<file path="src/rtl/cache_be_pkg.sv">
package cache_be_pkg;

   localparam int fe_addr_w  = 24;  // Byte address width on both buses.
   localparam int data_w     = 32;
   localparam int nbytes     = 4;
   localparam int word_off_w = 2;   // Four words per line.
   localparam int wbuf_depth = 4;

   typedef logic [data_w-1:0] data_t;
   typedef logic [nbytes-1:0] strb_t;

   // The word address is byte address bits 23 to 2.
   typedef logic [fe_addr_w-$clog2(nbytes)-1:0] word_addr_t;

   // The line address is byte address bits 23 to 4.
   typedef logic [fe_addr_w-$clog2(nbytes)-word_off_w-1:0] line_addr_t;

   typedef logic [word_off_w-1:0] word_off_t;

   // The low two bits are always zero on the memory bus.
   typedef logic [fe_addr_w-1:0] be_addr_t;

   typedef enum logic [1:0] {
      rd_idle,
      rd_req,
      rd_wait,
      rd_done
   } read_state_t;

   typedef enum logic {
      wr_idle,
      wr_req
   } write_state_t;

endpackage

</file>
<file path="src/rtl/cache_back_end.sv">
`timescale 1ns/1ns

module cache_back_end (
   input  logic                     clk_i,
   input  logic                     rst_n,
   input  logic                     write_valid,
   input  cache_be_pkg::word_addr_t write_addr,
   input  cache_be_pkg::data_t      write_wdata,
   input  cache_be_pkg::strb_t      write_wstrb,
   output logic                     write_ack,
   input  logic                     replace_valid,
   input  cache_be_pkg::line_addr_t replace_addr,
   output logic                     replace,
   output logic                     read_valid,
   output cache_be_pkg::word_off_t  read_addr,
   output cache_be_pkg::data_t      read_rdata,
   output logic                     be_valid,
   output cache_be_pkg::be_addr_t   be_addr,
   output cache_be_pkg::data_t      be_wdata,
   output cache_be_pkg::strb_t      be_wstrb,
   input  logic                     be_ready,
   input  logic                     be_rvalid,
   input  cache_be_pkg::data_t      be_rdata
);
   import cache_be_pkg::*;

   logic     be_valid_read, be_valid_write;
   be_addr_t be_addr_read, be_addr_write;
   strb_t    be_wstrb_write;
   logic     be_ready_write;

   // Refill reads always win the port.
   assign be_valid       = be_valid_read | be_valid_write;
   assign be_addr        = be_valid_read ? be_addr_read : be_addr_write;
   assign be_ready_write = be_ready & ~be_valid_read;
   assign be_wstrb       = (be_valid_write && !be_valid_read) ? be_wstrb_write : '0;

   cache_read_channel read_fsm (
      .clk_i        (clk_i),
      .rst_n        (rst_n),
      .replace_valid(replace_valid),
      .replace_addr (replace_addr),
      .replace      (replace),
      .read_valid   (read_valid),
      .read_addr    (read_addr),
      .read_rdata   (read_rdata),
      .be_valid     (be_valid_read),
      .be_addr      (be_addr_read),
      .be_ready     (be_ready),
      .be_rvalid    (be_rvalid),
      .be_rdata     (be_rdata)
   );

   cache_write_channel write_fsm (
      .clk_i   (clk_i),
      .rst_n   (rst_n),
      .valid   (write_valid),
      .addr    (write_addr),
      .wdata   (write_wdata),
      .wstrb   (write_wstrb),
      .wack    (write_ack),
      .be_valid(be_valid_write),
      .be_addr (be_addr_write),
      .be_wdata(be_wdata),
      .be_wstrb(be_wstrb_write),
      .be_ready(be_ready_write)
   );

endmodule

</file>
<file path="src/rtl/cache_be_top.sv">
`timescale 1ns/1ns

module cache_be_top (
   input  logic                     clk_i,
   input  logic                     rst_n,
   input  logic                     wr_valid,
   input  cache_be_pkg::word_addr_t wr_addr,
   input  cache_be_pkg::data_t      wr_wdata,
   input  cache_be_pkg::strb_t      wr_wstrb,
   output logic                     wr_ready,
   input  logic                     replace_valid,
   input  cache_be_pkg::line_addr_t replace_addr,
   output logic                     replace,
   output logic                     read_valid,
   output cache_be_pkg::word_off_t  read_addr,
   output cache_be_pkg::data_t      read_rdata,
   output logic                     be_valid,
   output cache_be_pkg::be_addr_t   be_addr,
   output cache_be_pkg::data_t      be_wdata,
   output cache_be_pkg::strb_t      be_wstrb,
   input  logic                     be_ready,
   input  logic                     be_rvalid,
   input  cache_be_pkg::data_t      be_rdata
);
   import cache_be_pkg::*;

   logic       write_valid;
   word_addr_t write_addr;
   data_t      write_wdata;
   strb_t      write_wstrb;
   logic       write_ack;

   write_buffer i_wbuf (
      .clk_i      (clk_i),
      .rst_n      (rst_n),
      .wr_valid   (wr_valid),
      .wr_addr    (wr_addr),
      .wr_wdata   (wr_wdata),
      .wr_wstrb   (wr_wstrb),
      .wr_ready   (wr_ready),
      .write_valid(write_valid),
      .write_addr (write_addr),
      .write_wdata(write_wdata),
      .write_wstrb(write_wstrb),
      .write_ack  (write_ack)
   );

   cache_back_end i_back_end (
      .clk_i        (clk_i),
      .rst_n        (rst_n),
      .write_valid  (write_valid),
      .write_addr   (write_addr),
      .write_wdata  (write_wdata),
      .write_wstrb  (write_wstrb),
      .write_ack    (write_ack),
      .replace_valid(replace_valid),
      .replace_addr (replace_addr),
      .replace      (replace),
      .read_valid   (read_valid),
      .read_addr    (read_addr),
      .read_rdata   (read_rdata),
      .be_valid     (be_valid),
      .be_addr      (be_addr),
      .be_wdata     (be_wdata),
      .be_wstrb     (be_wstrb),
      .be_ready     (be_ready),
      .be_rvalid    (be_rvalid),
      .be_rdata     (be_rdata)
   );

endmodule

</file>
<file path="src/rtl/cache_read_channel.sv">
`timescale 1ns/1ns

module cache_read_channel (
   input  logic                     clk_i,
   input  logic                     rst_n,
   input  logic                     replace_valid,
   input  cache_be_pkg::line_addr_t replace_addr,
   output logic                     replace,
   output logic                     read_valid,
   output cache_be_pkg::word_off_t  read_addr,
   output cache_be_pkg::data_t      read_rdata,
   output logic                     be_valid,
   output cache_be_pkg::be_addr_t   be_addr,
   input  logic                     be_ready,
   input  logic                     be_rvalid,
   input  cache_be_pkg::data_t      be_rdata
);
   import cache_be_pkg::*;

   read_state_t state;
   line_addr_t  line_q;
   word_off_t   word_cnt;

   always_ff @(posedge clk_i) begin
      if (!rst_n) begin
         state    <= rd_idle;
         word_cnt <= '0;
      end else begin
         case (state)
            rd_idle: begin
               if (replace_valid) begin
                  state    <= rd_req;
                  word_cnt <= '0;
               end
            end
            rd_req: begin
               if (be_ready) state <= rd_wait;
            end
            rd_wait: begin
               if (be_rvalid) begin
                  if (&word_cnt) begin
                     state <= rd_done;  // Last word of the line is back.
                  end else begin
                     state    <= rd_req;
                     word_cnt <= word_cnt + 1'b1;
                  end
               end
            end
            default: state <= rd_idle;  // rd_done lets replace fall next cycle.
         endcase
      end
   end

   always_ff @(posedge clk_i) begin
      if (!rst_n) begin
         read_valid <= 1'b0;
      end else begin
         read_valid <= (state == rd_wait) && be_rvalid;
      end
   end

   always_ff @(posedge clk_i) begin
      if (state == rd_idle && replace_valid) line_q <= replace_addr;
      if (state == rd_wait && be_rvalid) begin
         read_addr  <= word_cnt;
         read_rdata <= be_rdata;
      end
   end

   assign replace  = (state != rd_idle);
   assign be_valid = (state == rd_req);
   assign be_addr  = {line_q, word_cnt, {$clog2(nbytes){1'b0}}};

   // Only one read is ever outstanding, so the memory may answer only while we wait.
   a_rvalid_in_wait : assert property (@(posedge clk_i) disable iff (!rst_n)
      be_rvalid |-> state == rd_wait)
      else $error("be_rvalid seen outside rd_wait");

endmodule

</file>
<file path="src/rtl/cache_write_channel.sv">
`timescale 1ns/1ns

module cache_write_channel (
   input  logic                     clk_i,
   input  logic                     rst_n,
   input  logic                     valid,
   input  cache_be_pkg::word_addr_t addr,
   input  cache_be_pkg::data_t      wdata,
   input  cache_be_pkg::strb_t      wstrb,
   output logic                     wack,
   output logic                     be_valid,
   output cache_be_pkg::be_addr_t   be_addr,
   output cache_be_pkg::data_t      be_wdata,
   output cache_be_pkg::strb_t      be_wstrb,
   input  logic                     be_ready
);
   import cache_be_pkg::*;

   write_state_t state;
   word_addr_t   addr_q;
   data_t        wdata_q;
   strb_t        wstrb_q;
   logic         take;

   // The head is still valid in the ack cycle, since the buffer pops on wack.
   assign take = (state == wr_idle) && valid && !wack;

   always_ff @(posedge clk_i) begin
      if (!rst_n) begin
         state <= wr_idle;
         wack  <= 1'b0;
      end else begin
         wack <= 1'b0;
         case (state)
            wr_idle: begin
               if (take) state <= wr_req;
            end
            default: begin
               if (be_ready) begin
                  state <= wr_idle;
                  wack  <= 1'b1;
               end
            end
         endcase
      end
   end

   always_ff @(posedge clk_i) begin
      if (take) begin
         addr_q  <= addr;
         wdata_q <= wdata;
         wstrb_q <= wstrb;
      end
   end

   assign be_valid = (state == wr_req);
   assign be_addr  = {addr_q, {$clog2(nbytes){1'b0}}};
   assign be_wdata = wdata_q;
   assign be_wstrb = wstrb_q;

   // A pending write must survive a stall, including one caused by read priority.
   a_hold_request : assert property (@(posedge clk_i) disable iff (!rst_n)
      be_valid && !be_ready |=> be_valid && $stable(be_addr) && $stable(be_wdata)
         && $stable(be_wstrb))
      else $error("write request changed while stalled");

endmodule

</file>
<file path="src/rtl/write_buffer.sv">
`timescale 1ns/1ns

module write_buffer (
   input  logic                     clk_i,
   input  logic                     rst_n,
   input  logic                     wr_valid,
   input  cache_be_pkg::word_addr_t wr_addr,
   input  cache_be_pkg::data_t      wr_wdata,
   input  cache_be_pkg::strb_t      wr_wstrb,
   output logic                     wr_ready,
   output logic                     write_valid,
   output cache_be_pkg::word_addr_t write_addr,
   output cache_be_pkg::data_t      write_wdata,
   output cache_be_pkg::strb_t      write_wstrb,
   input  logic                     write_ack
);
   import cache_be_pkg::*;

   typedef logic [$clog2(wbuf_depth)-1:0] ptr_t;
   typedef logic [$clog2(wbuf_depth):0]   cnt_t;

   word_addr_t addr_mem [wbuf_depth];
   data_t      data_mem [wbuf_depth];
   strb_t      strb_mem [wbuf_depth];
   ptr_t       wr_ptr, rd_ptr;
   cnt_t       count;
   logic       push, pop;

   assign wr_ready    = (count != cnt_t'(wbuf_depth));
   assign write_valid = (count != '0);
   assign push        = wr_valid && wr_ready;
   assign pop         = write_ack && write_valid;

   always_ff @(posedge clk_i) begin
      if (!rst_n) begin
         wr_ptr <= '0;
         rd_ptr <= '0;
         count  <= '0;
      end else begin
         if (push) wr_ptr <= wr_ptr + 1'b1;  // Depth is a power of two, so it wraps.
         if (pop) rd_ptr <= rd_ptr + 1'b1;
         case ({push, pop})
            2'b10:   count <= count + 1'b1;
            2'b01:   count <= count - 1'b1;
            default: count <= count;
         endcase
      end
   end

   always_ff @(posedge clk_i) begin
      if (push) begin
         addr_mem[wr_ptr] <= wr_addr;
         data_mem[wr_ptr] <= wr_wdata;
         strb_mem[wr_ptr] <= wr_wstrb;
      end
   end

   assign write_addr  = addr_mem[rd_ptr];
   assign write_wdata = data_mem[rd_ptr];
   assign write_wstrb = strb_mem[rd_ptr];

   a_ack_has_entry : assert property (@(posedge clk_i) disable iff (!rst_n)
      write_ack |-> write_valid)
      else $error("write_ack with an empty buffer");

endmodule

</file>
<file path="config.mk">
export PLATFORM = sky130hd
export DESIGN_NAME = cache_be_top
export DESIGN_NICKNAME = d
export VERILOG_FILES = /design/src/rtl/cache_be_pkg.sv /design/src/rtl/cache_back_end.sv /design/src/rtl/cache_be_top.sv /design/src/rtl/cache_read_channel.sv /design/src/rtl/cache_write_channel.sv /design/src/rtl/write_buffer.sv
export SDC_FILE = /design/constraint.sdc
export NUM_CORES = 1
export LEC_CHECK = 0
export BUFFER_PORTS_ARGS = -buffer_cell sky130_fd_sc_hd__buf_4
export CAP_MARGIN = 20
export CORE_AREA = 2 2 164 166
export DETAILED_ROUTE_END_ITERATION = 6
export DIE_AREA = 0 0 166 168
export GPL_ROUTABILITY_DRIVEN = 1
export PLACE_DENSITY = 0.74
export SLEW_MARGIN = 20
export SYNTH_ARGS = -nofsm -noshare
export SYNTH_HDL_FRONTEND = slang
export SYNTH_SLANG_ARGS = --single-unit
</file>
<file path="constraint.sdc">
create_clock -name clk_i -period 4.7 [get_ports clk_i]
set_input_delay 0.94 -clock clk_i [delete_from_list [all_inputs] [get_ports clk_i]]
set_output_delay 0.94 -clock clk_i [all_outputs]
set_load 0.02 [all_outputs]
</file>
After elaboration in Yosys (flattened, before gate mapping)
Memory sizes are Yosys's and may differ from the RTL's. A register that Yosys moved wholly into a read port is not among the register bits.
Cells that the tools add are included.
Widths: inputs -> output; s select.

word-level totals
  register bits after elaboration = 68
  memories kept = 3
  RAM bits = 232
  output and inout port bits = 98

operators by class
  equality and inequality tests = 9
  multiplexer cells = 18
  bitwise gates (word level) = 4
  add/subtract/negate cells = 5
  reductions and logical operators = 18

memories
  memory           words  width  read ports  clocked after Yosys merged registers in  wr ports  line                source
  i_wbuf.data_mem  4      32     1           1                                        1         write_buffer.sv:23  data_t data_mem [wbuf_depth];
  i_wbuf.addr_mem  4      22     1           1                                        1         write_buffer.sv:22  word_addr_t addr_mem [wbuf_depth];
  i_wbuf.strb_mem  4      4      1           1                                        1         write_buffer.sv:24  strb_t strb_mem [wbuf_depth];

operators by type and width
  kind                 count
  $mux 24              1
  $mux 2               7
  $ne 2x2->1 const B   4
  $logic_and 1x1->1    7
  $add 2x1->2 const B  3
  $mux 1               6
  $pmux 2 s3           1
  $pmux 3 s2           1
  $reduce_bool 2->1    3
  $eq 2x1->1 const B   2
  $eq 2x2->1 const B   2
  $mux 4               1
  $pmux 2 s2           1
  $reduce_and 2->1     2
  $reduce_and 4->1     1
  $add 3x1->3 const B  1
  $ne 3x3->1 const B   1
  $reduce_and 3->1     1
  $reduce_bool 3->1    1
  $sub 3x1->3 const B  1
  $logic_not 1->1      2
  $logic_not 2->1      1
  $not 1->1            2
  $and 1x1->1          1
  $or 1x1->1           1

Logic depth before layout (Yosys ltp)
  depth in word-level cells = 5
  mapped depth = 9
  mapped depth without buffers = 9

Modules after synthesis
A second synthesis with hierarchy kept.

unflattened totals
  cells, all modules = 543
  area, all modules = 13041.3 sq um

modules (own cells, without submodules)
  module               times used  area an instance (sq um)  cells each
  write_buffer         1           8874.8                    355
  cache_read_channel   1           1903.1                    88
  cache_write_channel  1           1836.8                    67
  cache_back_end       1           426.7                     33

Worst setup path before layout
Ideal clock, no wire load.

  kind = reg-to-reg
  start = register i_wbuf.count[0]
  end = register i_back_end.write_fsm.addr_q[0] (read register of i_wbuf.addr_mem), enable pin
  setup time = 0.548 ns
  setup slack = -0.295 ns
  required time = 4.152 ns
  clock period less this slack = 4.995 ns
  arrival time = 4.447 ns
  stages on the path, launching flop included = 3
  cell sequence = dfxtp_1 nor3_2 nor3_1

on the way
  longest elaborated chain between the ends = 3

ends and longest elaborated chain
  what                            line                       source
  start: declaration              write_buffer.sv:26         cnt_t count;
  start signal: assignment        write_buffer.sv:43         2'b10: count <= count + 1'b1;
  start signal: assignment        write_buffer.sv:44         2'b01: count <= count - 1'b1;
  start signal: assignment        write_buffer.sv:45         default: count <= count;
  $reduce_bool 3->1               write_buffer.sv:30         assign write_valid = (count != '0);
  $logic_and 1x1->1 (2 in a row)  cache_write_channel.sv:26  assign take = (state == wr_idle) && valid && !wack;
  via i_back_end.write_fsm.take   cache_write_channel.sv:23  logic take;
  end: declaration                cache_write_channel.sv:20  word_addr_t addr_q;

The timed path passes the listed nets, and every way through them passes these cells.
A chain may end at the register's enable or synchronous reset.

Final worst setup path
  start = register i_back_end.read_fsm.state[1]
  end = output be_addr[17]

on the way
  longest elaborated chain between the ends = 2

ends and longest elaborated chain
  what                      line                      source
  start: declaration        cache_read_channel.sv:20  read_state_t state;
  start signal: assignment  cache_read_channel.sv:26  state <= rd_idle;
  start signal: assignment  cache_read_channel.sv:32  state <= rd_req;
  start signal: assignment  cache_read_channel.sv:37  if (be_ready) state <= rd_wait;
  $eq 2x1->1                cache_read_channel.sv:71  assign be_valid = (state == rd_req);
  $mux 24                   cache_back_end.sv:34      assign be_addr = be_valid_read ? be_addr_read : be_addr_write;
  end: declaration          cache_be_top.sv:18        output cache_be_pkg::be_addr_t be_addr,

Every way passes these cells.

==> results.txt <==
Outcome: completed
Antenna cell count: 0
Critical Path RT: 3760 ps
Worst hold path type: register to register
Die X: 166 um
Arrival @ worst endpoint: 2290 ps
Setup bufs post-CTS: 0
Final number of hold-violating endpoints: 0
Starting DRT DRC Count: 440
TritonCTS clock tree: built
R2r startpoint: i_wbuf.count[0]
Via count: 6004
Place WS: 1840 ps
I/O Pins: 214
Commonest cells post-synth: 344 x edfxtp_1, 58 x mux4_2, 21 x mux2_2, 14 x dfxtp_1, 11 x nand2_1
DP Wirelength: 14.8 mm
GRT Resource Usage Total: 0.169
IO buf count: 211
Vias in the first global route: 6353
YS warnings: 0
Fin worst setup slack: 1470 ps
RSZ-0062 raised after global routing: false
Antenna Nets Post-Route: 0
Cell area power density: 457 nW/um2
Detailed-route wire length per cell: 20.9 um
Count leader, synth: edfxtp_1
Die area: 27900 um2
Setup_tns: 0 ps
H-tree depth: 2
Cells after synthesis: 534
Post-DR vias/cell: 5.28
Routed wire length: 23.7 mm
Final net count: 892
Relative slew slack: 0.389
HP Start: i_wbuf.wr_ptr[0]
CTS root buf: clkbuf_16
Clock skew: 18.0 ps
Core ar.: 26400 um2
Synth top area cells: edfxtp_1 80%, mux4_2 10%, dfxtp_1 2.2%
Post-route total power: 7.31 mW
Fillers: 1820
Register area: 10600 um2
# setup viols final: 0
DRC Markers: 0
Clock Path Buffers: 3
Critical path endpoint category: output pin
Type of origin of the critical path: register
Syn avg cell area: 24.1 um2
Largest net degree at the start of global routing: 61
Worst R2R Path Depth: 3
Area of the multi-input gates: 2060 um2
Initial Utilization: 0.489
Routability Congestion: 0.835
Synth top area share: 0.802
Final period util: 0.688
Setup CP Type: register to output pin
Clk_lat worst skew: 510 ps
Grt ovf: 0
Clock-pin slew on the worst setup and hold paths: 60 ps
Reg2reg setup slack: 2410 ps
Synth async-reset ratio: 0
Seq/Total Area, Yosys: 0.823
First-pass GRT wire length: 35.9 mm
Synth Register Bits: 358
Lkg Pwr: 5.54 nW
Die Y: 168 um
Tmin final: 3230 ps
Layout area overhead: 24.0%
Worst VDD drop: 0.000302 V
CTS resizes: 0
Top_reg_cell synth: edfxtp_1
Max-Cap Viols: 0
Synth unique cells: 37
Slew @ Worst Pin: 917 ps
Proportion of layout cells with a drive suffix above 1: 0.447
Clock buffer count from CTS: 37
Drt first pass iters: 4
Leading area contributor after synthesis: edfxtp_1
F_max: 0.309 GHz
Cell Area, Synth: 12900 um2
Max-slew violation count: 0
Initial antenna violation count: 0
Worst hold path depth: 2
TritonCTS Sinks: 358
WHS Endpoint: i_wbuf.wr_ptr[0]
Hold buffer count at CTS: 0
Row cnt: 60
Post-synth EDFFs: 344
Worst reg2reg path endpoint: i_wbuf.data_mem[2][21]
Crit path max fanout: 20
kinds of logic after synthesis:
| family | share of synthesized area |
|---|---|
| flip-flops | 0.823 |
| multiplexers | 0.123 |
| AND/OR/NAND/NOR | 0.0189 |
| buffers and inverters | 0.0187 |
| AO/OA/AOI/OAI | 0.00689 |
| adder cells (fa/ha/maj) | 0.00738 |
| XOR/XNOR | 0.00136 |
| other | 0.000291 |
layer usage:
layer | vias to the layer above | GRT usage | wire length [um]
met5 | - | 0 | 0
met3 | 43 | 0.0418 | 1590
met2 | 242 | 0.295 | 12100
li1 | 2672 | - | -
met4 | 0 | 0.0575 | 599
met1 | 3047 | 0.208 | 9430
through the flow:
| step | hold slack [ps] | utilization | instances | cell area (um2) |
|---|---|---|---|---|
| 2_1_floorplan | 452 | - | 535 | 12900 |
| 3_3_place_gp | 477 | 0.560 | 1071 | 14800 |
| 3_5_place_dp | 499 | 0.560 | 1071 | 14800 |
| 4_1_cts | 511 | 0.606 | 1138 | 16000 |
| 5_1_grt | 536 | 0.606 | 1138 | 16000 |
| 6_report | 508 | 0.606 | 1138 | 16000 |
critical path: stages, from the launching register on:
cell	delay [ps]
dfxtp_1	450
nand2b_1	400
buf_4	390
mux2_2	390
buf_4	160
state kept, by name, summed over array words and instances (netlist names), 3 cells and up:
register                        flops
i_wbuf.strb_mem                    16
i_wbuf.data_mem                   128
i_back_end.read_fsm.read_rdata     32
i_back_end.write_fsm.be_wstrb       4
i_back_end.read_fsm.line_q         20
i_back_end.write_fsm.be_wdata      32
i_wbuf.count                        3
i_wbuf.addr_mem                    88
i_back_end.write_fsm.addr_q        22
worst max path at each step:
stage,from,endpoint,cells past startpoint
after floorplan,i_wbuf.count[0],i_back_end.write_fsm.addr_q[0],2
after global placement,wr_valid,i_wbuf.data_mem[1][12],3
after detailed placement,wr_valid,i_wbuf.data_mem[2][16],3
after CTS,i_back_end.read_fsm.state[1],be_addr[23],4
after global routing,i_back_end.read_fsm.state[1],be_addr[23],4
final,i_back_end.read_fsm.state[1],be_addr[17],4
layout make-up:
type,instances,share of cell area
timing repair buffer,216,0.101
inverter,7,0.00164
clock inverter,19,0.0142
tap,341,0.0267
sequential,358,0.664
multi-input combinational,149,0.129
clock buffer,48,0.0625
where the power goes:
part | total (mW) | switching (mW) | internal (mW)
Sequential | 3.81 | 0.0696 | 3.74
Combinational | 0.600 | 0.338 | 0.262
Clock | 2.90 | 1.12 | 1.78
layout by cell type (no fill, tap or decap), types with 7 or more instances in the layout:
| cell | instances |
|---|---|
| edfxtp_1 | 344 |
| buf_4 | 216 |
| mux4_2 | 58 |
| clkbuf_16 | 38 |
| mux2_2 | 21 |
| dfxtp_1 | 12 |
| nand2_1 | 11 |
| clkbuf_1 | 9 |
| inv_1 | 7 |
| clkinv_1 | 7 |
Note: power is estimated with default switching activity, not from simulation.
